--- src/source/uart_pkg.sv ---
/*
 * uart_pkg
 * shared frame width and FSM encodings for the 8N1 echo subsystem
 */
package uart_pkg;

    // data bits per frame, no parity
    localparam int unsigned byte_width = 8;

    // receiver FSM
    typedef enum logic [1:0] {
        rx_idle  = 2'd0, // waiting for a falling edge on the line
        rx_start = 2'd1, // confirming the start bit at mid-bit
        rx_data  = 2'd2, // shifting in data bits, LSB first
        rx_stop  = 2'd3  // sampling the stop bit
    } rx_state_t;

    // transmitter FSM
    typedef enum logic [1:0] {
        tx_idle  = 2'd0, // line held high, ready for a start pulse
        tx_start = 2'd1, // driving the start bit low
        tx_data  = 2'd2, // driving data bits, LSB first
        tx_stop  = 2'd3  // driving the stop bit high
    } tx_state_t;

endpackage
--- src/source/uart_echo_top.sv ---
/*
 * uart_echo_top
 * serial echo subsystem, received bytes are queued and sent back on tx_pin
 */
module uart_echo_top #(
    parameter int unsigned clks_per_bit = 868, // 115200 baud at 100 MHz
    parameter int unsigned fifo_depth   = 4    // power of two
) (
    input  logic                            clk,
    input  logic                            reset,
    input  logic                            rx_pin,
    input  logic                            cts,
    output logic                            tx_pin,
    output logic                            rx_flag,
    output logic [uart_pkg::byte_width-1:0] rx_byte,
    output logic                            frame_error,
    output logic                            overrun
);
    import uart_pkg::*;

    logic                  tx_start;
    logic [byte_width-1:0] tx_byte;
    logic                  tx_busy;

    uart_rx #(
        .clks_per_bit (clks_per_bit)
    ) uart_rx_i (
        .clk         (clk),
        .reset       (reset),
        .rx_pin      (rx_pin),
        .rx_flag     (rx_flag),
        .frame_error (frame_error),
        .rx_byte     (rx_byte)
    );

    echo_queue #(
        .fifo_depth (fifo_depth)
    ) echo_queue_i (
        .clk      (clk),
        .reset    (reset),
        .rx_flag  (rx_flag),
        .rx_byte  (rx_byte),
        .tx_busy  (tx_busy),
        .cts      (cts),
        .tx_start (tx_start),
        .tx_byte  (tx_byte),
        .overrun  (overrun)
    );

    uart_tx #(
        .clks_per_bit (clks_per_bit)
    ) uart_tx_i (
        .clk      (clk),
        .reset    (reset),
        .tx_start (tx_start),
        .tx_byte  (tx_byte),
        .tx_pin   (tx_pin),
        .tx_busy  (tx_busy)
    );

endmodule

--- src/source/echo_queue.sv ---
/*
 * echo_queue
 * small FIFO between receiver and transmitter, drops bytes with an overrun pulse
 * when full and starts the transmitter while cts is high
 */
module echo_queue #(
    parameter int unsigned fifo_depth = 4
) (
    input  logic                            clk,
    input  logic                            reset,
    input  logic                            rx_flag,  // write strobe from the receiver
    input  logic [uart_pkg::byte_width-1:0] rx_byte,
    input  logic                            tx_busy,
    input  logic                            cts,      // clear-to-send level
    output logic                            tx_start, // one-cycle start pulse
    output logic [uart_pkg::byte_width-1:0] tx_byte,
    output logic                            overrun   // one-cycle pulse per dropped byte
);
    import uart_pkg::*;

    localparam int unsigned ptr_w = (fifo_depth > 1) ? $clog2(fifo_depth) : 1;
    localparam int unsigned cnt_w = ptr_w + 1;
    localparam logic [cnt_w-1:0] full_cnt = cnt_w'(fifo_depth);

    logic [byte_width-1:0] mem [fifo_depth];
    logic [ptr_w-1:0]      wr_ptr;
    logic [ptr_w-1:0]      rd_ptr;
    logic [cnt_w-1:0]      count;
    logic                  full;
    logic                  empty;
    logic                  wr_en;
    logic                  rd_en;

    assign full  = (count == full_cnt);
    assign empty = (count == '0);
    assign wr_en = rx_flag && !full;

    // busy only rises the cycle after tx_start, so the start pulse itself
    // blocks a second pop in that gap
    assign rd_en = !empty && !tx_busy && cts && !tx_start;

    always_ff @(posedge clk) begin
        if (reset) begin
            wr_ptr   <= '0;
            rd_ptr   <= '0;
            count    <= '0;
            tx_start <= 1'b0;
            overrun  <= 1'b0;
        end else begin
            tx_start <= rd_en;
            overrun  <= rx_flag && full; // contents stay as they are

            if (wr_en) begin
                wr_ptr <= (wr_ptr == ptr_w'(fifo_depth - 1)) ? '0 : wr_ptr + 1'b1;
            end
            if (rd_en) begin
                rd_ptr <= (rd_ptr == ptr_w'(fifo_depth - 1)) ? '0 : rd_ptr + 1'b1;
            end

            case ({wr_en, rd_en})
                2'b10:   count <= count + 1'b1;
                2'b01:   count <= count - 1'b1;
                default: count <= count; // both or neither
            endcase
        end
    end

    // storage and the head byte handed to the transmitter
    always_ff @(posedge clk) begin
        if (wr_en) begin
            mem[wr_ptr] <= rx_byte;
        end
        if (rd_en) begin
            tx_byte <= mem[rd_ptr]; // valid together with tx_start
        end
    end

    a_count_bound: assert property (@(posedge clk) disable iff (reset)
        count <= full_cnt);

endmodule

--- src/source/uart_tx.sv ---
/*
 * uart_tx
 * 8N1 serial transmitter, sends one frame per start pulse and holds busy until
 * the stop bit has finished
 */
module uart_tx #(
    parameter int unsigned clks_per_bit = 868
) (
    input  logic                            clk,
    input  logic                            reset,
    input  logic                            tx_start, // one-cycle request, byte sampled here
    input  logic [uart_pkg::byte_width-1:0] tx_byte,
    output logic                            tx_pin,
    output logic                            tx_busy
);
    import uart_pkg::*;

    localparam int unsigned cnt_w = $clog2(clks_per_bit);
    localparam int unsigned idx_w = $clog2(byte_width);
    localparam logic [cnt_w-1:0] last_cnt = cnt_w'(clks_per_bit - 1);
    localparam logic [idx_w-1:0] last_idx = idx_w'(byte_width - 1);

    tx_state_t             state;
    logic [cnt_w-1:0]      bit_cnt;
    logic [idx_w-1:0]      bit_idx;
    logic [byte_width-1:0] shift_reg;

    assign tx_busy = (state != tx_idle);

    // the start-bit state is named by its package path, the port shares its name
    always_ff @(posedge clk) begin
        if (reset) begin
            state   <= tx_idle;
            bit_cnt <= '0;
            bit_idx <= '0;
            tx_pin  <= 1'b1; // line idles high
        end else begin
            case (state)
                tx_idle: begin
                    bit_cnt <= '0;
                    bit_idx <= '0;
                    if (tx_start) begin
                        state  <= uart_pkg::tx_start;
                        tx_pin <= 1'b0; // start bit from the next cycle on
                    end
                end
                uart_pkg::tx_start: begin
                    if (bit_cnt == last_cnt) begin
                        bit_cnt <= '0;
                        state   <= tx_data;
                        tx_pin  <= shift_reg[0];
                    end else begin
                        bit_cnt <= bit_cnt + 1'b1;
                    end
                end
                tx_data: begin
                    if (bit_cnt == last_cnt) begin
                        bit_cnt <= '0;
                        bit_idx <= bit_idx + 1'b1;
                        if (bit_idx == last_idx) begin
                            state  <= tx_stop;
                            tx_pin <= 1'b1;
                        end else begin
                            tx_pin <= shift_reg[1]; // next bit before the shift lands
                        end
                    end else begin
                        bit_cnt <= bit_cnt + 1'b1;
                    end
                end
                tx_stop: begin
                    if (bit_cnt == last_cnt) begin
                        bit_cnt <= '0;
                        state   <= tx_idle;
                    end else begin
                        bit_cnt <= bit_cnt + 1'b1;
                    end
                end
                default: state <= tx_idle;
            endcase
        end
    end

    // byte latched on the request, shifted right after each data bit
    always_ff @(posedge clk) begin
        if (state == tx_idle && tx_start) begin
            shift_reg <= tx_byte;
        end else if (state == tx_data && bit_cnt == last_cnt) begin
            shift_reg <= shift_reg >> 1;
        end
    end

    a_no_start_when_busy: assert property (@(posedge clk) disable iff (reset)
        tx_start |-> !tx_busy);

endmodule

--- src/source/uart_rx.sv ---
/*
 * uart_rx
 * 8N1 serial receiver, confirms the start bit at mid-bit and samples each bit there.
 * Reports the byte with a one-cycle flag, or a frame error when the stop bit is low.
 */
module uart_rx #(
    parameter int unsigned clks_per_bit = 868
) (
    input  logic                            clk,
    input  logic                            reset,
    input  logic                            rx_pin,
    output logic                            rx_flag,     // one cycle per accepted byte
    output logic                            frame_error, // one cycle on a low stop bit
    output logic [uart_pkg::byte_width-1:0] rx_byte      // last accepted byte
);
    import uart_pkg::*;

    localparam int unsigned cnt_w = $clog2(clks_per_bit);
    localparam int unsigned idx_w = $clog2(byte_width);
    localparam logic [cnt_w-1:0] last_cnt = cnt_w'(clks_per_bit - 1);
    localparam logic [cnt_w-1:0] half_cnt = cnt_w'(clks_per_bit / 2 - 1);
    localparam logic [idx_w-1:0] last_idx = idx_w'(byte_width - 1);

    rx_state_t             state;
    logic [cnt_w-1:0]      bit_cnt;
    logic [idx_w-1:0]      bit_idx;
    logic [byte_width-1:0] shift_reg;
    logic                  rx_meta;
    logic                  rx_sync;
    logic                  rx_last;  // previous synchronized sample
    logic                  start_edge;

    // two flops against metastability, a third to see the falling edge
    always_ff @(posedge clk) begin
        if (reset) begin
            rx_meta <= 1'b1;
            rx_sync <= 1'b1;
            rx_last <= 1'b1;
        end else begin
            rx_meta <= rx_pin;
            rx_sync <= rx_meta;
            rx_last <= rx_sync;
        end
    end

    // a start needs a high-to-low step, so a line stuck low after a bad
    // stop bit does not retrigger the receiver
    assign start_edge = rx_last && !rx_sync;

    always_ff @(posedge clk) begin
        if (reset) begin
            state       <= rx_idle;
            bit_cnt     <= '0;
            bit_idx     <= '0;
            rx_flag     <= 1'b0;
            frame_error <= 1'b0;
            rx_byte     <= '0;
        end else begin
            rx_flag     <= 1'b0;
            frame_error <= 1'b0;
            case (state)
                rx_idle: begin
                    bit_cnt <= '0;
                    if (start_edge) begin
                        state <= rx_start;
                    end
                end
                rx_start: begin
                    if (bit_cnt == half_cnt) begin
                        bit_cnt <= '0;
                        bit_idx <= '0;
                        // high at mid start bit is a glitch
                        state   <= rx_sync ? rx_idle : rx_data;
                    end else begin
                        bit_cnt <= bit_cnt + 1'b1;
                    end
                end
                rx_data: begin
                    if (bit_cnt == last_cnt) begin
                        bit_cnt <= '0;
                        bit_idx <= bit_idx + 1'b1;
                        if (bit_idx == last_idx) begin
                            state <= rx_stop;
                        end
                    end else begin
                        bit_cnt <= bit_cnt + 1'b1;
                    end
                end
                rx_stop: begin
                    if (bit_cnt == last_cnt) begin
                        bit_cnt <= '0;
                        state   <= rx_idle;
                        if (rx_sync) begin
                            rx_byte <= shift_reg;
                            rx_flag <= 1'b1;
                        end else begin
                            frame_error <= 1'b1; // old byte is kept
                        end
                    end else begin
                        bit_cnt <= bit_cnt + 1'b1;
                    end
                end
                default: state <= rx_idle;
            endcase
        end
    end

    // data path, bits enter at the top and end up LSB first
    always_ff @(posedge clk) begin
        if (state == rx_data && bit_cnt == last_cnt) begin
            shift_reg <= {rx_sync, shift_reg[byte_width-1:1]};
        end
    end

    a_rx_exclusive: assert property (@(posedge clk) disable iff (reset)
        !(rx_flag && frame_error));

    a_rx_flag_pulse: assert property (@(posedge clk) disable iff (reset)
        rx_flag |=> !rx_flag);

    a_frame_error_pulse: assert property (@(posedge clk) disable iff (reset)
        frame_error |=> !frame_error);

endmodule

--- config.mk ---
export PLATFORM = sky130hd
export DESIGN_NAME = uart_echo_top
export DESIGN_NICKNAME = d
export VERILOG_FILES = /design/src/source/uart_pkg.sv /design/src/source/uart_echo_top.sv /design/src/source/echo_queue.sv /design/src/source/uart_tx.sv /design/src/source/uart_rx.sv
export SDC_FILE = /design/constraint.sdc
export NUM_CORES = 1
export LEC_CHECK = 0
export BUFFER_PORTS_ARGS = -buffer_cell sky130_fd_sc_hd__buf_4
export CELL_PAD_IN_SITES_DETAIL_PLACEMENT = 1
export CELL_PAD_IN_SITES_GLOBAL_PLACEMENT = 1
export CORE_MARGIN = 5
export CORE_UTILIZATION = 50
export DETAILED_ROUTE_END_ITERATION = 12
export HOLD_SLACK_MARGIN = 0.12
export PLACE_DENSITY = 0.83
export SLEW_MARGIN = 20
export SYNTH_ARGS = -nofsm -noshare
export SYNTH_HDL_FRONTEND = slang
export SYNTH_HIERARCHICAL = 1
export SYNTH_SLANG_ARGS = --single-unit
export TNS_END_PERCENT = 5
--- constraint.sdc ---
create_clock -name clk -period 6.3 [get_ports clk]
set_clock_uncertainty 0.2 [all_clocks]
set_input_delay 0.315 -clock clk [delete_from_list [all_inputs] [get_ports clk]]
set_output_delay 0.315 -clock clk [all_outputs]
set_load 0.02 [all_outputs]
After elaboration in Yosys (flattened, before gate mapping)
Memories as Yosys holds them, arrays and structs flattened. A register that Yosys moved wholly into a read port is not among the register bits.
Cells that the tools add are included.
{"block": "word_totals", "reg_bits": 69, "ram_bits": 32, "n_memories": 1, "output_inout_bits": 12}
{"block": "classes", "n_eq_ne": 26, "mux": 37, "n_reduce_logical": 32, "n_bitwise": 2, "add_sub_neg": 8}
{"name": "echo_queue_i.mem", "words": 4, "width": 8, "read_ports": 1, "rd_clocked_by_memory_dff": 1, "write_ports": 1, "line_no": "echo_queue.sv:25", "source": "logic [byte_width-1:0] mem [fifo_depth];"}
{"op": "$mux W10", "n": 3}
{"op": "$pmux W10 S3", "n": 1}
{"op": "$mux W2", "n": 13}
{"op": "$add A10 B1 Y10 const B", "n": 2}
{"op": "$eq A10 B10 Y1 const B", "n": 2}
{"op": "$pmux W10 S2", "n": 1}
{"op": "$ne A2 B1 Y1 const B", "n": 9}
{"op": "$pmux W3 S2", "n": 3}
{"op": "$mux W8", "n": 2}
{"op": "$pmux W2 S4", "n": 2}
{"op": "$eq A2 B2 Y1 const B", "n": 7}
{"op": "$eq A10 B9 Y1 const B", "n": 1}
{"op": "$reduce_and A5 Y1", "n": 2}
{"op": "$reduce_bool A2 Y1", "n": 5}
{"op": "$add A3 B1 Y3 const B", "n": 3}
{"op": "$eq A3 B3 Y1 const B", "n": 3}
{"op": "$logic_and A1 B1 Y1", "n": 9}
{"op": "$mux W3", "n": 3}
{"op": "$mux W1", "n": 8}
{"op": "$eq A2 B1 Y1 const B", "n": 3}
{"op": "$reduce_and A3 Y1", "n": 2}
{"op": "$reduce_or A3 Y1", "n": 2}
{"op": "$logic_not A1 Y1", "n": 5}
{"op": "$add A2 B1 Y2 const B", "n": 2}
{"op": "10 further kinds", "n": 12}

Logic depth before layout (Yosys ltp)
Gate-level depths: netlist (run 1).
{"block": "depth", "word_depth": 7, "ltp_mapped": 11}

Modules after synthesis
The synthesis (run 1) kept the hierarchy.
{"module": "echo_queue", "area_each_um2": 1906.8, "n_inst": 1, "cells_each": 106, "seq_area_each_um2": 1381.3}
{"module": "uart_rx", "area_each_um2": 1480.2, "n_inst": 1, "cells_each": 140, "seq_area_each_um2": 800.8}
{"module": "uart_tx", "area_each_um2": 1166.1, "n_inst": 1, "cells_each": 113, "seq_area_each_um2": 560.5}

Least setup slack after synthesis (run 1)
OpenSTA, ideal clock, no wires.
{"block": "synth_timing", "path_kind": "reg2reg", "from": "register uart_tx_i.state[0]", "to": "register echo_queue_i.count[2]", "t_required_ns": 6.030, "n_path_buf": 0, "slack_ns": 3.500, "period_less_slack_ns": 2.800, "arrival_ns": 2.530, "path_stages_with_launch": 12, "cell_sequence": "dfxtp_1 inv_1 ha_1 inv_1 nor3b_1 and2_1 ha_1 inv_1 fa_1 xor2_1 or3_1 a21oi_1"}
{"block": "synth_via", "elab_chain_cells": 7, "word_cells_on_any_way": 9}
{"element": "start: declaration", "line_no": "uart_tx.sv:23", "source": "tx_state_t state;"}
{"element": "start signal: assignment", "line_no": "uart_tx.sv:33", "source": "state <= tx_idle;"}
{"element": "start signal: assignment", "line_no": "uart_tx.sv:43", "source": "state <= uart_pkg::tx_start;"}
{"element": "start signal: assignment", "line_no": "uart_tx.sv:50", "source": "state <= tx_data;"}
{"element": "$reduce_bool A2 Y1 (*)", "line_no": "uart_tx.sv:28", "source": "assign tx_busy = (state != tx_idle);"}
{"element": "via tx_busy", "line_no": "uart_echo_top.sv:23", "source": "logic tx_busy;"}
{"element": "$logic_not A1 Y1 (*)", "line_no": "echo_queue.sv:40", "source": "assign rd_en = !empty && !tx_busy && cts && !tx_start;"}
{"element": "$logic_and A1 B1 Y1 (*) (3 in series)", "line_no": "echo_queue.sv:40"}
{"element": "via echo_queue_i.rd_en", "line_no": "echo_queue.sv:32", "source": "logic rd_en;"}
{"element": "$eq A2 B1 Y1 or $eq A2 B2 Y1 (tied branches)", "line_no": "echo_queue.sv:60", "source": "case ({wr_en, rd_en})"}
{"element": "$pmux W3 S2 or $reduce_bool A2 Y1 (tied branches)"}
{"element": "end signal: assignment", "line_no": "echo_queue.sv:61", "source": "2'b10: count <= count + 1'b1;"}
{"element": "end signal: assignment", "line_no": "echo_queue.sv:62", "source": "2'b01: count <= count - 1'b1;"}
{"element": "end signal: assignment", "line_no": "echo_queue.sv:63", "source": "default: count <= count;"}
{"element": "end: declaration", "line_no": "echo_queue.sv:28", "source": "logic [cnt_w-1:0] count;"}
Mark *: on every way through the listed nets, which the timed path passes. The rest lies on a longest branch.
A chain may end at the register's enable or synchronous reset.

Final worst setup path (run 1)
Ends and elaborated chain as after synthesis.

==> tab_implementation.tex, run 1 <==
\begin{tabular}{lr}
\hline
Metric & Value \\
\hline
\multicolumn{2}{l}{\textbf{Cells and area}} \\
Largest register by flop count & echo\_queue\_i/mem \\
Finished Cell Area & 4930 µm² \\
Signed area change from the synthesized netlist to the final layout & 8.30\% \\
\# nets final & 396 \\
Final-layout fill cell count & 908 \\
Sequential cell area & 2740 µm² \\
Layout cell share with drive strength beyond 1 & 15.3\% \\
Regs by FF count & echo\_queue\_i/mem x32, uart\_rx\_i/bit\_cnt x10, uart\_tx\_i/bit\_cnt x10 \\
Area used by multi-input combinational logic & 1690 µm² \\
Flip-flop count of the largest register after layout & 32 \\
Antenna cell count & 0 \\
\multicolumn{2}{l}{\textbf{STA}} \\
RSZ-0062 raised after global routing & false \\
Total Neg Setup Slack & 0 ns \\
Worst-margin pin slew & 0.728 ns \\
Number of slew-limit violations in the final report & 0 \\
Upper clock frequency limit & 0.308 GHz \\
Post-layout min period & 3.25 ns \\
Slew Limit Headroom & 51.1\% \\
Portion of the clock cycle consumed by the worst path in the final layout & 51.5\% \\
\# setup viols final & 0 \\
Hold Vio Cnt, Final & 0 \\
\multicolumn{2}{l}{\textbf{Routing}} \\
Count of unresolved DRC violations after routing & 0 \\
Vias & 2720 \\
Detailed-route wire length per cell & 17.4 µm \\
Violation count after the first detailed-route iteration & 115 \\
Via-per-instance ratio & 5.60 \\
Wire length reported by the detailed router & 8450 µm \\
Drt pass-1 iters & 4 \\
Antenna Violating Nets Remaining & 0 \\
\multicolumn{2}{l}{\textbf{Critical path}} \\
Worst setup SP type & flop \\
Critical Path Fanout Max & 12 \\
Type of the setup path with the least slack & reg -> reg \\
Critical path arrival & 3.34 ns \\
Setup slack of the worst register-to-register path & 3.05 ns \\
Endpoint class of the critical path & flop \\
Required time at the endpoint of the critical path & 6.40 ns \\
\multicolumn{2}{l}{\textbf{Synthesis}} \\
Nets in the synthesized netlist & 382 \\
Top flip-flop cell by instance count after synthesis & sky130\_fd\_sc\_hd\_\_edfxtp\_1 \\
Avg Cell Area, Syn & 12.7 µm² \\
Register area share after synthesis & 60.2\% \\
Top cell type by total area after synthesis & sky130\_fd\_sc\_hd\_\_edfxtp\_1 \\
Share of flip-flops with an asynchronous set or reset after synthesis & 0\% \\
Leading cell types by count after synthesis & 56 x sky130\_fd\_sc\_hd\_\_edfxtp\_1, 53 x sky130\_fd\_sc\_hd\_\_dfxtp\_1, 42 x sky130\_fd\_sc\_hd\_\_nor2\_1, 18 x sky130\_fd\_sc\_hd\_\_ha\_1, 17 x sky130\_fd\_sc\_hd\_\_nand2\_1 \\
Yosys warns & 6 \\
Most frequent cell after synthesis & sky130\_fd\_sc\_hd\_\_edfxtp\_1 \\
Proportion of netlist area held by the largest area contributor & 36.9\% \\
Number of flops mapped to enable cells by yosys & 56 \\
Cells taking the most area after synthesis & sky130\_fd\_sc\_hd\_\_edfxtp\_1 37\%, sky130\_fd\_sc\_hd\_\_dfxtp\_1 23\%, sky130\_fd\_sc\_hd\_\_ha\_1 4.9\% \\
Register bit count reported by yosys & 109 \\
Cells after synthesis & 359 \\
Cell area after technology mapping & 4550 µm² \\
Post-synth cell types & 52 \\
\multicolumn{2}{l}{\textbf{Power}} \\
Fraction of power consumed by combinational cells & 3.7\% \\
Net switching power of the design & 274 µW \\
Ratio of total power to cell area & 241 nW/µm² \\
Leakage power & 0.00166 µW \\
Internal portion of total power & 912 µW \\
Maximum vdd drop & 0.000147 V \\
Seq pwr share & 63.0\% \\
Switching share of power & 23.1\% \\
Portion of total power attributed to the clock network & 33.4\% \\
\multicolumn{2}{l}{\textbf{Place}} \\
Placement Cell Area & 4740 µm² \\
Detail Placement HPWL & 6080 µm \\
Port buffer count & 15 \\
GP Congestion & 0.780 \\
\multicolumn{2}{l}{\textbf{Clock tree}} \\
CTS buffer count & 9 \\
TritonCTS clock tree & done \\
Clock H-tree levels & 3 \\
Clock latency reported for the late side of the worst-skew pair & 0.37 ns \\
Number of buffers on the longest clock path & 2 \\
Root buf cell & sky130\_fd\_sc\_hd\_\_clkbuf\_8 \\
Post-CTS sizing & 0 \\
Clk slew on worst S/H paths & 0.10 ns \\
Sink Count & 109 \\
\multicolumn{2}{l}{\textbf{Run status}} \\
Status & complete, no violations \\
\multicolumn{2}{l}{\textbf{Global route}} \\
Total global routing overflow & 0 \\
Overall routing resource usage & 16.4\% \\
Pin count of the biggest net entering global routing & 43 \\
Number of antenna violations at the first check in global routing & 0 \\
Number of global-route vias before repair & 2863 \\
First-pass GRT wire length & 14300 µm \\
\multicolumn{2}{l}{\textbf{Job}} \\
Number of maximum-capacitance violations & 0 \\
\multicolumn{2}{l}{\textbf{Floorplanning}} \\
Die Area & 11100 µm² \\
Core Footprint & 8810 µm² \\
Starting density of the core & 51.7\% \\
Cell row count & 34 \\
Die span in x & 105 µm \\
I/O Pins & 16 \\
Die height & 105 µm \\
\multicolumn{2}{l}{\textbf{Hold path}} \\
Tightest Hold Check Type & in -> reg \\
\hline
\end{tabular}
## final cells by class
class	instances	share of cell area, %
Clock buffer	10	2.59
Clock inverter	6	1.09
Inverter	16	1.22
Multi-Input combinational cell	221	34.3
Sequential cell	109	55.6
Tap cell	108	2.74
Timing Repair Buffer	16	2.49
## layer usage
metal / wire length (µm) / part of all wire [%] / GRT usage, % / vias up
li1: - / - / - / 1324
met5: 0 / 0 / 0 / -
met4: 148 / 1.8 / 6.19 / 0
met3: 243 / 2.9 / 3.61 / 18
met2: 4300 / 51 / 28.6 / 39
met1: 3770 / 45 / 19.8 / 1339
## layout by cell type, fill, tap and decap left out, types with 2 or more instances in the layout
cell / n
sky130_fd_sc_hd__nand3_1: 13
sky130_fd_sc_hd__inv_1: 16
sky130_fd_sc_hd__mux4_2: 8
sky130_fd_sc_hd__edfxtp_1: 56
sky130_fd_sc_hd__a211o_1: 3
sky130_fd_sc_hd__nand2_1: 17
sky130_fd_sc_hd__inv_6: 2
sky130_fd_sc_hd__clkbuf_8: 9
sky130_fd_sc_hd__o31ai_1: 3
sky130_fd_sc_hd__ha_1: 18
sky130_fd_sc_hd__mux2i_1: 11
sky130_fd_sc_hd__a32oi_1: 2
sky130_fd_sc_hd__xor2_1: 7
sky130_fd_sc_hd__or2_2: 4
sky130_fd_sc_hd__a21oi_1: 9
sky130_fd_sc_hd__and3_1: 3
sky130_fd_sc_hd__inv_8: 2
sky130_fd_sc_hd__or3_1: 6
sky130_fd_sc_hd__o21ai_0: 4
sky130_fd_sc_hd__nand2b_1: 8
sky130_fd_sc_hd__mux2_2: 7
sky130_fd_sc_hd__buf_4: 15
sky130_fd_sc_hd__dfxtp_1: 53
sky130_fd_sc_hd__nor3b_1: 3
sky130_fd_sc_hd__nor2_1: 42
sky130_fd_sc_hd__or4_1: 4
sky130_fd_sc_hd__nor2b_1: 2
sky130_fd_sc_hd__or3b_1: 2
sky130_fd_sc_hd__nor3_1: 8
sky130_fd_sc_hd__and3_2: 4
sky130_fd_sc_hd__o22ai_1: 2
sky130_fd_sc_hd__xnor2_1: 10
## power by group through the flow
| stage | Combinational [µW] | Sequential (µW) | Clock [µW] |
|---|---|---|---|
| 6_report | 43.3 | 747 | 396 |
| 5_1_grt | 49.3 | 748 | 447 |
| 4_1_cts | 43.8 | 747 | 412 |
| 3_5_place_dp | 43.0 | 764 | 0 |
| 3_3_place_gp | 41.7 | 763 | 0 |
| 2_1_floorplan | 31.0 | 764 | 0 |
## worst paths after layout
path	start	to	depth (start not counted)
setup / recovery	uart_tx_i/state[0]	echo_queue_i/count[2]	11
hold / removal	reset	uart_tx_i/bit_idx[2]	2
setup reg to reg	uart_tx_i/state[0]	echo_queue_i/count[2]	11
hold reg to reg	uart_rx_i/rx_meta	uart_rx_i/rx_sync	1
## worst max-delay path, stage by stage (launching register included)
cell	delay [ns]
sky130_fd_sc_hd__dfxtp_1	0.35
sky130_fd_sc_hd__inv_1	0.12
sky130_fd_sc_hd__ha_1	0.21
sky130_fd_sc_hd__inv_1	0.09
sky130_fd_sc_hd__nor3b_1	0.33
sky130_fd_sc_hd__and2_1	0.48
sky130_fd_sc_hd__ha_1	0.29
sky130_fd_sc_hd__inv_1	0.07
sky130_fd_sc_hd__fa_1	0.39
sky130_fd_sc_hd__xor2_1	0.17
sky130_fd_sc_hd__or3_1	0.32
sky130_fd_sc_hd__a21oi_1	0.17
## stage by stage
| stage | hold WS, ns | instances | setup WS, ns | power, µW | utilization [%] |
|---|---|---|---|---|---|
| 2_1_floorplan | 0.189 | 359 | 3.50 | 795 | - |
| 6_report | 0.167 | 486 | 3.05 | 1190 | 56.0 |
| 4_1_cts | 0.146 | 486 | 3.09 | 1200 | 56.0 |
| 3_3_place_gp | 0.203 | 469 | 3.30 | 804 | 53.8 |
| 3_5_place_dp | 0.208 | 469 | 3.11 | 807 | 53.8 |
| 5_1_grt | 0.151 | 486 | 2.80 | 1240 | 56.0 |
## repair_timing
| action | 4_1_cts | 5_1_grt |
|---|---|---|
| endpoints found under the hold margin | 1 | 0 |
| hold buffers | 1 | 0 |
| setup endpoints to repair | 0 | 0 |
| setup buffers | 0 | 0 |
## cell families after synthesis
group	synth area share (%)
muxes	8.11
and+or+nand+nor	14.5
adders and majority gates	5.39
DFF	60.2
AOI/OAI and AO/OA	5.85
buffers and inverters	2.67
xor gates and xnor gates	3.27
No activity file was read; power rests on OpenSTA's default activity.
==> inputs of run 2 (changes only) <==
==> constraint.sdc (replaced) <==
create_clock -name clk -period 3.1 [get_ports clk]
set_clock_uncertainty 0.2 [all_clocks]
set_input_delay 0.155 -clock clk [delete_from_list [all_inputs] [get_ports clk]]
set_output_delay 0.155 -clock clk [all_outputs]
set_load 0.02 [all_outputs]
==> run 2 against run 1 <==
  * Register-to-register slack got worse by 2.8 ns
  * Sequential power grew 100%
  * Sequential share of layout area decreased by 0.93 points
  * Final cell count increased by 1.0%
  * Critical path type unchanged
  * Critical path depth stayed put
==> tab_implementation.tex, run 2 (synthesis gave the netlist of run 1 again) <==
\begin{tabular}{lr}
\hline
Metric & Value \\
\hline
\multicolumn{2}{l}{\textbf{STA}} \\
Worst-margin pin slew & 0.685 ns (-0.0434 ns) \\
RSZ-0062 raised after global routing & false \\
Portion of the clock cycle consumed by the worst path in the final layout & 92.4\% (+41 points) \\
Final worst-path setup slack & 0.235 ns (-2.82 ns) \\
Upper clock frequency limit & 0.349 GHz (+13\%) \\
Total Neg Setup Slack & 0 ns (unchanged) \\
Hold Vio Cnt, Final & 0 (unchanged) \\
Slew Limit Headroom & 54.0\% (+2.9 points) \\
\# setup viols final & 0 (unchanged) \\
Post-layout min period & 2.86 ns (-0.381 ns) \\
Final hold slack & 0.225 ns (+0.0581 ns) \\
Number of slew-limit violations in the final report & 0 (unchanged) \\
\multicolumn{2}{l}{\textbf{Cells and area}} \\
Largest register by flop count & echo\_queue\_i/mem \\
Commonest cells after routing, fill and taps aside & 56 x sky130\_fd\_sc\_hd\_\_edfxtp\_1, 53 x sky130\_fd\_sc\_hd\_\_dfxtp\_1, 42 x sky130\_fd\_sc\_hd\_\_nor2\_1 \\
Layout cell share with drive strength beyond 1 & 16.2\% (+0.84 points) \\
Finished Cell Area & 5010 µm² (+1.7\%) \\
Regs by FF count & echo\_queue\_i/mem x32, uart\_rx\_i/bit\_cnt x10, uart\_tx\_i/bit\_cnt x10 \\
Final-layout fill cell count & 893 (-1.7\%) \\
Antenna cell count & 0 (unchanged) \\
Signed area change from the synthesized netlist to the final layout & 10.1\% \\
Flip-flop count of the largest register after layout & 32 (unchanged) \\
Core occupancy in the finished layout & 56.9\% (+0.95 points) \\
\# nets final & 401 (+1.3\%) \\
Leading cell type in the layout, fill and taps excluded & sky130\_fd\_sc\_hd\_\_edfxtp\_1 \\
\multicolumn{2}{l}{\textbf{Floorplanning}} \\
Die Area & 11100 µm² (unchanged) \\
Die height & 105 µm (unchanged) \\
Cell row count & 34 (unchanged) \\
Die span in x & 105 µm (unchanged) \\
I/O Pins & 16 (unchanged) \\
Starting density of the core & 51.7\% (unchanged) \\
Core Footprint & 8810 µm² (unchanged) \\
\multicolumn{2}{l}{\textbf{Routing}} \\
Vias & 2726 (+0.22\%) \\
Violation count after the first detailed-route iteration & 87 (-24\%) \\
Detailed-route wire length per cell & 18.5 µm (+6.5\%) \\
Count of unresolved DRC violations after routing & 0 (unchanged) \\
Drt pass-1 iters & 4 (unchanged) \\
Wire length reported by the detailed router & 9090 µm (+7.6\%) \\
Antenna Violating Nets Remaining & 0 (unchanged) \\
Via-per-instance ratio & 5.55 (-0.80\%) \\
\multicolumn{2}{l}{\textbf{Global route}} \\
Number of antenna violations at the first check in global routing & 0 (unchanged) \\
Total global routing overflow & 0 (unchanged) \\
Number of global-route vias before repair & 2976 (+3.9\%) \\
Pin count of the biggest net entering global routing & 43 (unchanged) \\
Overall routing resource usage & 17.4\% (+0.98 points) \\
First-pass GRT wire length & 15100 µm (+5.7\%) \\
\multicolumn{2}{l}{\textbf{Place}} \\
Placement Cell Area & 4760 µm² (+0.48\%) \\
Port buffer count & 15 (unchanged) \\
GP Congestion & 0.756 (-3.1\%) \\
Detail Placement HPWL & 6480 µm (+6.5\%) \\
Post-placement worst setup slack & 0.278 ns (-2.83 ns) \\
\multicolumn{2}{l}{\textbf{Critical path}} \\
Worst reg2reg path depth & 11 (unchanged) \\
CP dominant cell by count & sky130\_fd\_sc\_hd\_\_inv\_1 \\
CP top delay family & simple AND/OR/NAND/NOR gates \\
Slowest cell on crit path & sky130\_fd\_sc\_hd\_\_fa\_1 \\
Critical path cell sequence & inv\_1 -> ha\_1 -> inv\_1 -> nor3b\_1 -> and2\_1 -> ha\_1 -> inv\_1 -> fa\_1 -> xor2\_1 -> or3\_1 -> a21oi\_1 \\
Worst R2R Start & uart\_tx\_i/state[0] \\
Critical path arrival & 2.97 ns (-0.37 ns) \\
Crit path depth & 11 (unchanged) \\
Longest individual stage delay on the worst path & 0.38 ns (-0.10 ns) \\
Worst setup SP type & flop \\
Type of the setup path with the least slack & reg -> reg \\
Endpoint class of the critical path & flop \\
Required time at the endpoint of the critical path & 3.20 ns (-3.20 ns) \\
Setup slack of the worst register-to-register path & 0.24 ns (-2.82 ns) \\
Reg2Reg Capture Point & echo\_queue\_i/count[2] \\
Critical Path Fanout Max & 4 (-8) \\
Buffer and inverter count on the worst path & 3 (unchanged) \\
\multicolumn{2}{l}{\textbf{Hold path}} \\
Cell depth of the worst hold path & 1 (-1) \\
Hold-critical path endpoint & uart\_rx\_i/rx\_sync \\
Hold Crit Start & uart\_rx\_i/rx\_meta \\
Tightest Hold Check Type & reg -> reg \\
\multicolumn{2}{l}{\textbf{Clock tree}} \\
CTS buffer count & 9 (unchanged) \\
Clk slew on worst S/H paths & 0.12 ns (+0.02 ns) \\
TritonCTS clock tree & done \\
Post-CTS sizing & 0 (unchanged) \\
Sink Count & 109 (unchanged) \\
Number of buffers on the longest clock path & 2 (unchanged) \\
Clock H-tree levels & 3 (unchanged) \\
Clock latency reported for the late side of the worst-skew pair & 0.37 ns (about the same) \\
Root buf cell & sky130\_fd\_sc\_hd\_\_clkbuf\_8 \\
\multicolumn{2}{l}{\textbf{Power}} \\
Seq pwr share & 61.1\% (-1.9 points) \\
Net switching power of the design & 607 µW (+120\%) \\
Internal portion of total power & 1880 µW (+110\%) \\
Ratio of total power to cell area & 496 nW/µm² (+110\%) \\
Switching share of power & 24.4\% (+1.3 points) \\
Leakage power & 0.00170 µW (+2.3\%) \\
Portion of total power attributed to the clock network & 35.2\% (+1.8 points) \\
Fraction of power consumed by combinational cells & 3.7\% (about the same) \\
Maximum vdd drop & 0.000240 V (+63\%) \\
\multicolumn{2}{l}{\textbf{Job}} \\
Number of maximum-capacitance violations & 0 (unchanged) \\
\multicolumn{2}{l}{\textbf{Run status}} \\
Status & complete, no violations \\
\hline
\end{tabular}
-- run 2: cell count changes in the layout (fill, tap and decap cells not counted) --
cell | previous run | this run
sky130_fd_sc_hd__clkinv_8 | 0 | 4
sky130_fd_sc_hd__buf_4 | 15 | 18
sky130_fd_sc_hd__dlygate4sd3_1 | 1 | 3
sky130_fd_sc_hd__inv_8 | 2 | 0
sky130_fd_sc_hd__clkbuf_1 | 1 | 0
sky130_fd_sc_hd__clkinv_2 | 1 | 0
sky130_fd_sc_hd__inv_12 | 0 | 1
sky130_fd_sc_hd__inv_6 | 2 | 1
sky130_fd_sc_hd__o21ai_0 | 4 | 5
sky130_fd_sc_hd__o21ai_1 | 1 | 0
-- run 2: area by class of cell --
class	instances	area [µm²]	share of cell area [%]
Sequential cell	109	2740	54.7
Multi-Input combinational cell	221	1690	33.7
Inverter	16	60.1	1.20
Tap cell	108	135	2.69
Clock buffer	9	124	2.47
Clock inverter	7	98.8	1.97
Timing Repair Buffer	21	165	3.29
-- run 2: per-layer routing --
layer | GRT usage, % | share of wire, %
met1 | 18.9 | 40
met2 | 33.7 | 56
met3 | 3.55 | 2.3
met4 | 4.97 | 1.2
met5 | 0 | 0
-- run 2: power by group through the flow --
stage	Clock, µW	Combinational [µW]	Sequential [µW]
after global routing	971	102	1520
after floorplan	0	63.0	1550
after CTS	910	92.5	1520
after global placement	0	85.5	1550
final	876	92.2	1520
after detailed placement	0	88.8	1550
-- run 2: worst max-delay path by stage --
stage,from,end,slack (ns)
after CTS,uart_tx_i/state[0],echo_queue_i/count[2],0.24
after floorplan,uart_tx_i/state[0],echo_queue_i/count[2],0.30
after global routing,uart_tx_i/state[0],echo_queue_i/count[2],0.02
after detailed placement,uart_tx_i/state[0],echo_queue_i/count[2],0.28
final,uart_tx_i/state[0],echo_queue_i/count[2],0.24
after global placement,uart_tx_i/state[0],echo_queue_i/count[2],0.43
-- run 2: worst register-to-register path, stage by stage (launching register included) --
cell,delay [ns]
sky130_fd_sc_hd__dfxtp_1,0.35
sky130_fd_sc_hd__inv_1,0.13
sky130_fd_sc_hd__ha_1,0.22
sky130_fd_sc_hd__inv_1,0.09
sky130_fd_sc_hd__nor3b_1,0.34
sky130_fd_sc_hd__and2_1,0.22
sky130_fd_sc_hd__ha_1,0.19
sky130_fd_sc_hd__inv_1,0.06
sky130_fd_sc_hd__fa_1,0.38
sky130_fd_sc_hd__xor2_1,0.17
sky130_fd_sc_hd__or3_1,0.32
sky130_fd_sc_hd__a21oi_1,0.14
-- run 2: per-stage QoR --
| stage | total power, µW | std cells |
|---|---|---|
| 2_1_floorplan | 1620 | 359 |
| 3_3_place_gp | 1640 | 472 |
| 3_5_place_dp | 1640 | 472 |
| 4_1_cts | 2520 | 491 |
| 5_1_grt | 2590 | 491 |
| 6_report | 2490 | 491 |
-- run 2: timing repair --
action	4_1_cts	5_1_grt
setup buffers	0	0
endpoints found under the hold margin	24	0
hold buffers	3	0
==> inputs of run 3 (changes only) <==
--- a/config.mk
+++ b/config.mk
@@ -5,14 +5,16 @@
 export SDC_FILE = /design/constraint.sdc
 export NUM_CORES = 1
 export LEC_CHECK = 0
+export ABC_AREA = 1
 export BUFFER_PORTS_ARGS = -buffer_cell sky130_fd_sc_hd__buf_4
 export CELL_PAD_IN_SITES_DETAIL_PLACEMENT = 1
 export CELL_PAD_IN_SITES_GLOBAL_PLACEMENT = 1
 export CORE_MARGIN = 5
-export CORE_UTILIZATION = 50
+export CORE_UTILIZATION = 49
 export DETAILED_ROUTE_END_ITERATION = 12
 export HOLD_SLACK_MARGIN = 0.12
-export PLACE_DENSITY = 0.83
+export PLACE_DENSITY = 0.84
+export RECOVER_POWER = 50
 export SLEW_MARGIN = 20
 export SYNTH_ARGS = -nofsm -noshare
 export SYNTH_HDL_FRONTEND = slang
==> run 3 against run 2 <==
  * Die area grew 5.1%
  * Flip-flop and latch count stayed put
  * Sequential power rose by 3%
  * Maximum frequency is 2.1% higher
  * Wire length grew 7.9%
  * Non-clock buffer count decreased by 1
  * Clock power down 1%
  * Critical path type unchanged
  * Highest routed layer unchanged
==> tab_implementation.tex, run 3 <==
\begin{tabular}{lr}
\hline
Metric & Value \\
\hline
\multicolumn{2}{l}{\textbf{Synthesis}} \\
Register bit count reported by yosys & 109 (unchanged) \\
Number of flops mapped to enable cells by yosys & 56 (unchanged) \\
Cell area after technology mapping & 4720 µm² (+3.6\%) \\
Most frequent cell after synthesis & sky130\_fd\_sc\_hd\_\_nor2\_1 \\
Top cell type by total area after synthesis & sky130\_fd\_sc\_hd\_\_edfxtp\_1 \\
Cells taking the most area after synthesis & sky130\_fd\_sc\_hd\_\_edfxtp\_1 36\%, sky130\_fd\_sc\_hd\_\_dfxtp\_1 22\%, sky130\_fd\_sc\_hd\_\_nor2\_1 5.2\% \\
Post-synth cell types & 44 (-15\%) \\
Cells after synthesis & 457 (+27\%) \\
Avg Cell Area, Syn & 10.3 µm² (-19\%) \\
Register area share after synthesis & 58.2\% (-2.1 points) \\
Yosys warns & 6 (unchanged) \\
Top flip-flop cell by instance count after synthesis & sky130\_fd\_sc\_hd\_\_edfxtp\_1 \\
Leading cell types by count after synthesis & 65 x sky130\_fd\_sc\_hd\_\_nor2\_1, 56 x sky130\_fd\_sc\_hd\_\_edfxtp\_1, 53 x sky130\_fd\_sc\_hd\_\_dfxtp\_1, 47 x sky130\_fd\_sc\_hd\_\_inv\_1, 47 x sky130\_fd\_sc\_hd\_\_nand2\_1 \\
Proportion of netlist area held by the largest area contributor & 35.7\% (-1.3 points) \\
Nets in the synthesized netlist & 480 (+26\%) \\
Share of flip-flops with an asynchronous set or reset after synthesis & 0\% (unchanged) \\
\multicolumn{2}{l}{\textbf{Global route}} \\
Number of global-route vias before repair & 3507 (+18\%) \\
Pin count of the biggest net entering global routing & 23 (-47\%) \\
Overall routing resource usage & 18.2\% (+0.83 points) \\
Number of antenna violations at the first check in global routing & 0 (unchanged) \\
Total global routing overflow & 0 (unchanged) \\
First-pass GRT wire length & 16600 µm (+9.8\%) \\
\multicolumn{2}{l}{\textbf{Routing}} \\
Count of unresolved DRC violations after routing & 0 (unchanged) \\
Violation count after the first detailed-route iteration & 159 (+83\%) \\
Detailed-route wire length per cell & 16.0 µm (-14\%) \\
Via-per-instance ratio & 5.21 (-6.1\%) \\
Wire length reported by the detailed router & 9810 µm (+7.9\%) \\
Antenna Violating Nets Remaining & 0 (unchanged) \\
Drt pass-1 iters & 4 (unchanged) \\
Vias & 3206 (+18\%) \\
\multicolumn{2}{l}{\textbf{Floorplanning}} \\
I/O Pins & 16 (unchanged) \\
Core Footprint & 9330 µm² (+5.9\%) \\
Die span in x & 108 µm (+2.5\%) \\
Starting density of the core & 50.6\% (-1.1 points) \\
Cell row count & 35 (+2.9\%) \\
Die height & 108 µm (+2.5\%) \\
Die Area & 11700 µm² (+5.1\%) \\
\multicolumn{2}{l}{\textbf{STA}} \\
Portion of the clock cycle consumed by the worst path in the final layout & 90.5\% (-1.9 points) \\
Final hold slack & 0.227 ns (+0.00197 ns) \\
Post-layout min period & 2.81 ns (-0.0587 ns) \\
\# setup viols final & 0 (unchanged) \\
Worst-margin pin slew & 0.837 ns (+0.152 ns) \\
Upper clock frequency limit & 0.356 GHz (+2.1\%) \\
Hold Vio Cnt, Final & 0 (unchanged) \\
RSZ-0062 raised after global routing & false \\
Number of slew-limit violations in the final report & 0 (unchanged) \\
Slew Limit Headroom & 44.0\% (-10 points) \\
Total Neg Setup Slack & 0 ns (unchanged) \\
Final worst-path setup slack & 0.294 ns (+0.0587 ns) \\
\multicolumn{2}{l}{\textbf{Cells and area}} \\
Signed area change from the synthesized netlist to the final layout & 8.17\% \\
Flip-flop count of the largest register after layout & 32 (unchanged) \\
Final-layout fill cell count & 1048 (+17\%) \\
\# nets final & 504 (+26\%) \\
Layout cell share with drive strength beyond 1 & 14.2\% (-2.0 points) \\
Area used by multi-input combinational logic & 1660 µm² (-2.0\%) \\
Largest register by flop count & echo\_queue\_i/mem \\
Sequential cell area & 2740 µm² (unchanged) \\
Core occupancy in the finished layout & 54.7\% (-2.3 points) \\
Antenna cell count & 0 (unchanged) \\
Leading cell type in the layout, fill and taps excluded & sky130\_fd\_sc\_hd\_\_nor2\_1 \\
Commonest cells after routing, fill and taps aside & 67 x sky130\_fd\_sc\_hd\_\_nor2\_1, 56 x sky130\_fd\_sc\_hd\_\_edfxtp\_1, 53 x sky130\_fd\_sc\_hd\_\_dfxtp\_1 \\
Number of standard cells in the final layout excluding fillers & 615 (+25\%) \\
Regs by FF count & echo\_queue\_i/mem x32, uart\_rx\_i/bit\_cnt x10, uart\_tx\_i/bit\_cnt x10 \\
\multicolumn{2}{l}{\textbf{Critical path}} \\
Launching instance or port of the critical path & uart\_tx\_i/state[0] \\
Type of the setup path with the least slack & reg -> reg \\
Critical path arrival & 2.91 ns (-0.06 ns) \\
Worst R2R Start & uart\_tx\_i/state[0] \\
Worst setup SP type & flop \\
Required time at the endpoint of the critical path & 3.21 ns (about the same) \\
Endpoint class of the critical path & flop \\
Critical Path Fanout Max & 9 (+5) \\
\multicolumn{2}{l}{\textbf{Clock tree}} \\
Post-CTS sizing & 0 (unchanged) \\
Clock latency reported for the late side of the worst-skew pair & 0.37 ns (about the same) \\
TritonCTS clock tree & done \\
Post CTS Setup Buffer Count & 0 (unchanged) \\
Root buf cell & sky130\_fd\_sc\_hd\_\_clkbuf\_8 \\
Clock H-tree levels & 3 (unchanged) \\
Number of buffers on the longest clock path & 2 (unchanged) \\
Clk slew on worst S/H paths & 0.12 ns (about the same) \\
CTS buffer count & 9 (unchanged) \\
Sink Count & 109 (unchanged) \\
\multicolumn{2}{l}{\textbf{Power}} \\
Net switching power of the design & 764 µW (+26\%) \\
Maximum vdd drop & 0.000507 V (+110\%) \\
Leakage power & 0.00185 µW (+8.8\%) \\
Internal portion of total power & 1950 µW (+3.9\%) \\
Seq pwr share & 57.3\% (-3.8 points) \\
Ratio of total power to cell area & 533 nW/µm² (+7.4\%) \\
Fraction of power consumed by combinational cells & 10.9\% (+7.2 points) \\
Switching share of power & 28.1\% (+3.7 points) \\
Portion of total power attributed to the clock network & 31.8\% (-3.4 points) \\
\multicolumn{2}{l}{\textbf{Place}} \\
Port buffer count & 15 (unchanged) \\
GP Congestion & 0.810 (+7.1\%) \\
Number of instances in the placed design & 595 (+26\%) \\
Post-placement worst setup slack & 0.314 ns (+0.0366 ns) \\
Detail Placement HPWL & 7170 µm (+11\%) \\
\multicolumn{2}{l}{\textbf{Job}} \\
Number of maximum-capacitance violations & 0 (unchanged) \\
\multicolumn{2}{l}{\textbf{Hold path}} \\
Tightest Hold Check Type & reg -> reg \\
Hold Crit Start & uart\_rx\_i/rx\_meta \\
\multicolumn{2}{l}{\textbf{Run status}} \\
Status & complete, no violations \\
\hline
\end{tabular}
==> run 3: path summary, 6_finish.rpt <==
kind,end,slack (ns),depth (start not counted)
hold reg to reg,uart_rx_i/rx_sync,0.23,1
setup / recovery,echo_queue_i/count[2],0.29,16
hold / removal,uart_rx_i/rx_sync,0.23,1
setup reg to reg,echo_queue_i/count[2],0.29,16
==> run 3: per-stage QoR <==
| step | area, µm² | total power [µW] |
|---|---|---|
| 6_report | 5100 | 2720 |
| 5_1_grt | 5100 | 2870 |
| 3_5_place_dp | 4940 | 1890 |
| 3_3_place_gp | 4940 | 1870 |
| 4_1_cts | 5190 | 2760 |
| 2_1_floorplan | 4720 | 1800 |
==> run 3: repair_timing <==
| item | CTS | global route |
|---|---|---|
| endpoints found under the setup margin | 0 | 0 |
| endpoints found under the hold margin | 21 | 0 |
| hold buffers | 4 | 0 |
==> run 3: cell type report <==
class	instances	area share [%]
clock inverter	7	1.69
tap	129	3.16
inverter	57	4.39
sequential	109	53.8
multi-input combinational	284	32.5
timing repair buffer	20	2.11
clock buffer	9	2.43
==> run 3: kinds of logic (layout without fill, tap and decap cells) <==
family,Yosys count,after routing,synth area share [%]
simple gates,178,178,18.7
flops,109,109,58.2
compound gates,72,72,8.70
buf+inv,64,93,6.05
fa+ha+maj,19,19,5.20
xor+xnor,8,8,1.49
mux,7,7,1.67
==> run 3: metal layers <==
layer  track usage [%]  up-vias  routed length, µm
met2              34.9       37               5240
met4              5.32        0                136
met5                 0        -                  0
met3              3.76       11                222
met1              20.0     1578               4210
li1                  -     1580                  -
==> run 3: power by group through the flow <==
| stage | registers [µW] | clock network (µW) | logic [µW] |
|---|---|---|---|
| floorplan | 1590 | 0 | 216 |
| global placement | 1580 | 0 | 282 |
| detailed placement | 1590 | 0 | 306 |
| CTS | 1560 | 897 | 311 |
| global route | 1560 | 972 | 334 |
| finish | 1560 | 864 | 296 |
==> run 3: critical path, cell delays in order, from the launching register on <==
cell and delay, ns:
sky130_fd_sc_hd__dfxtp_1 0.37, sky130_fd_sc_hd__inv_1 0.12, sky130_fd_sc_hd__ha_1 0.21, sky130_fd_sc_hd__inv_1 0.08, sky130_fd_sc_hd__inv_1 0.06, sky130_fd_sc_hd__nand2_1 0.06, sky130_fd_sc_hd__nor2_2 0.15, sky130_fd_sc_hd__nand2_2 0.10
sky130_fd_sc_hd__inv_1 0.29, sky130_fd_sc_hd__ha_1 0.25, sky130_fd_sc_hd__inv_1 0.07, sky130_fd_sc_hd__fa_1 0.38, sky130_fd_sc_hd__nand2_1 0.09, sky130_fd_sc_hd__nand3_1 0.09, sky130_fd_sc_hd__nand2_1 0.07, sky130_fd_sc_hd__nand2_1 0.05
sky130_fd_sc_hd__nor2_1 0.09
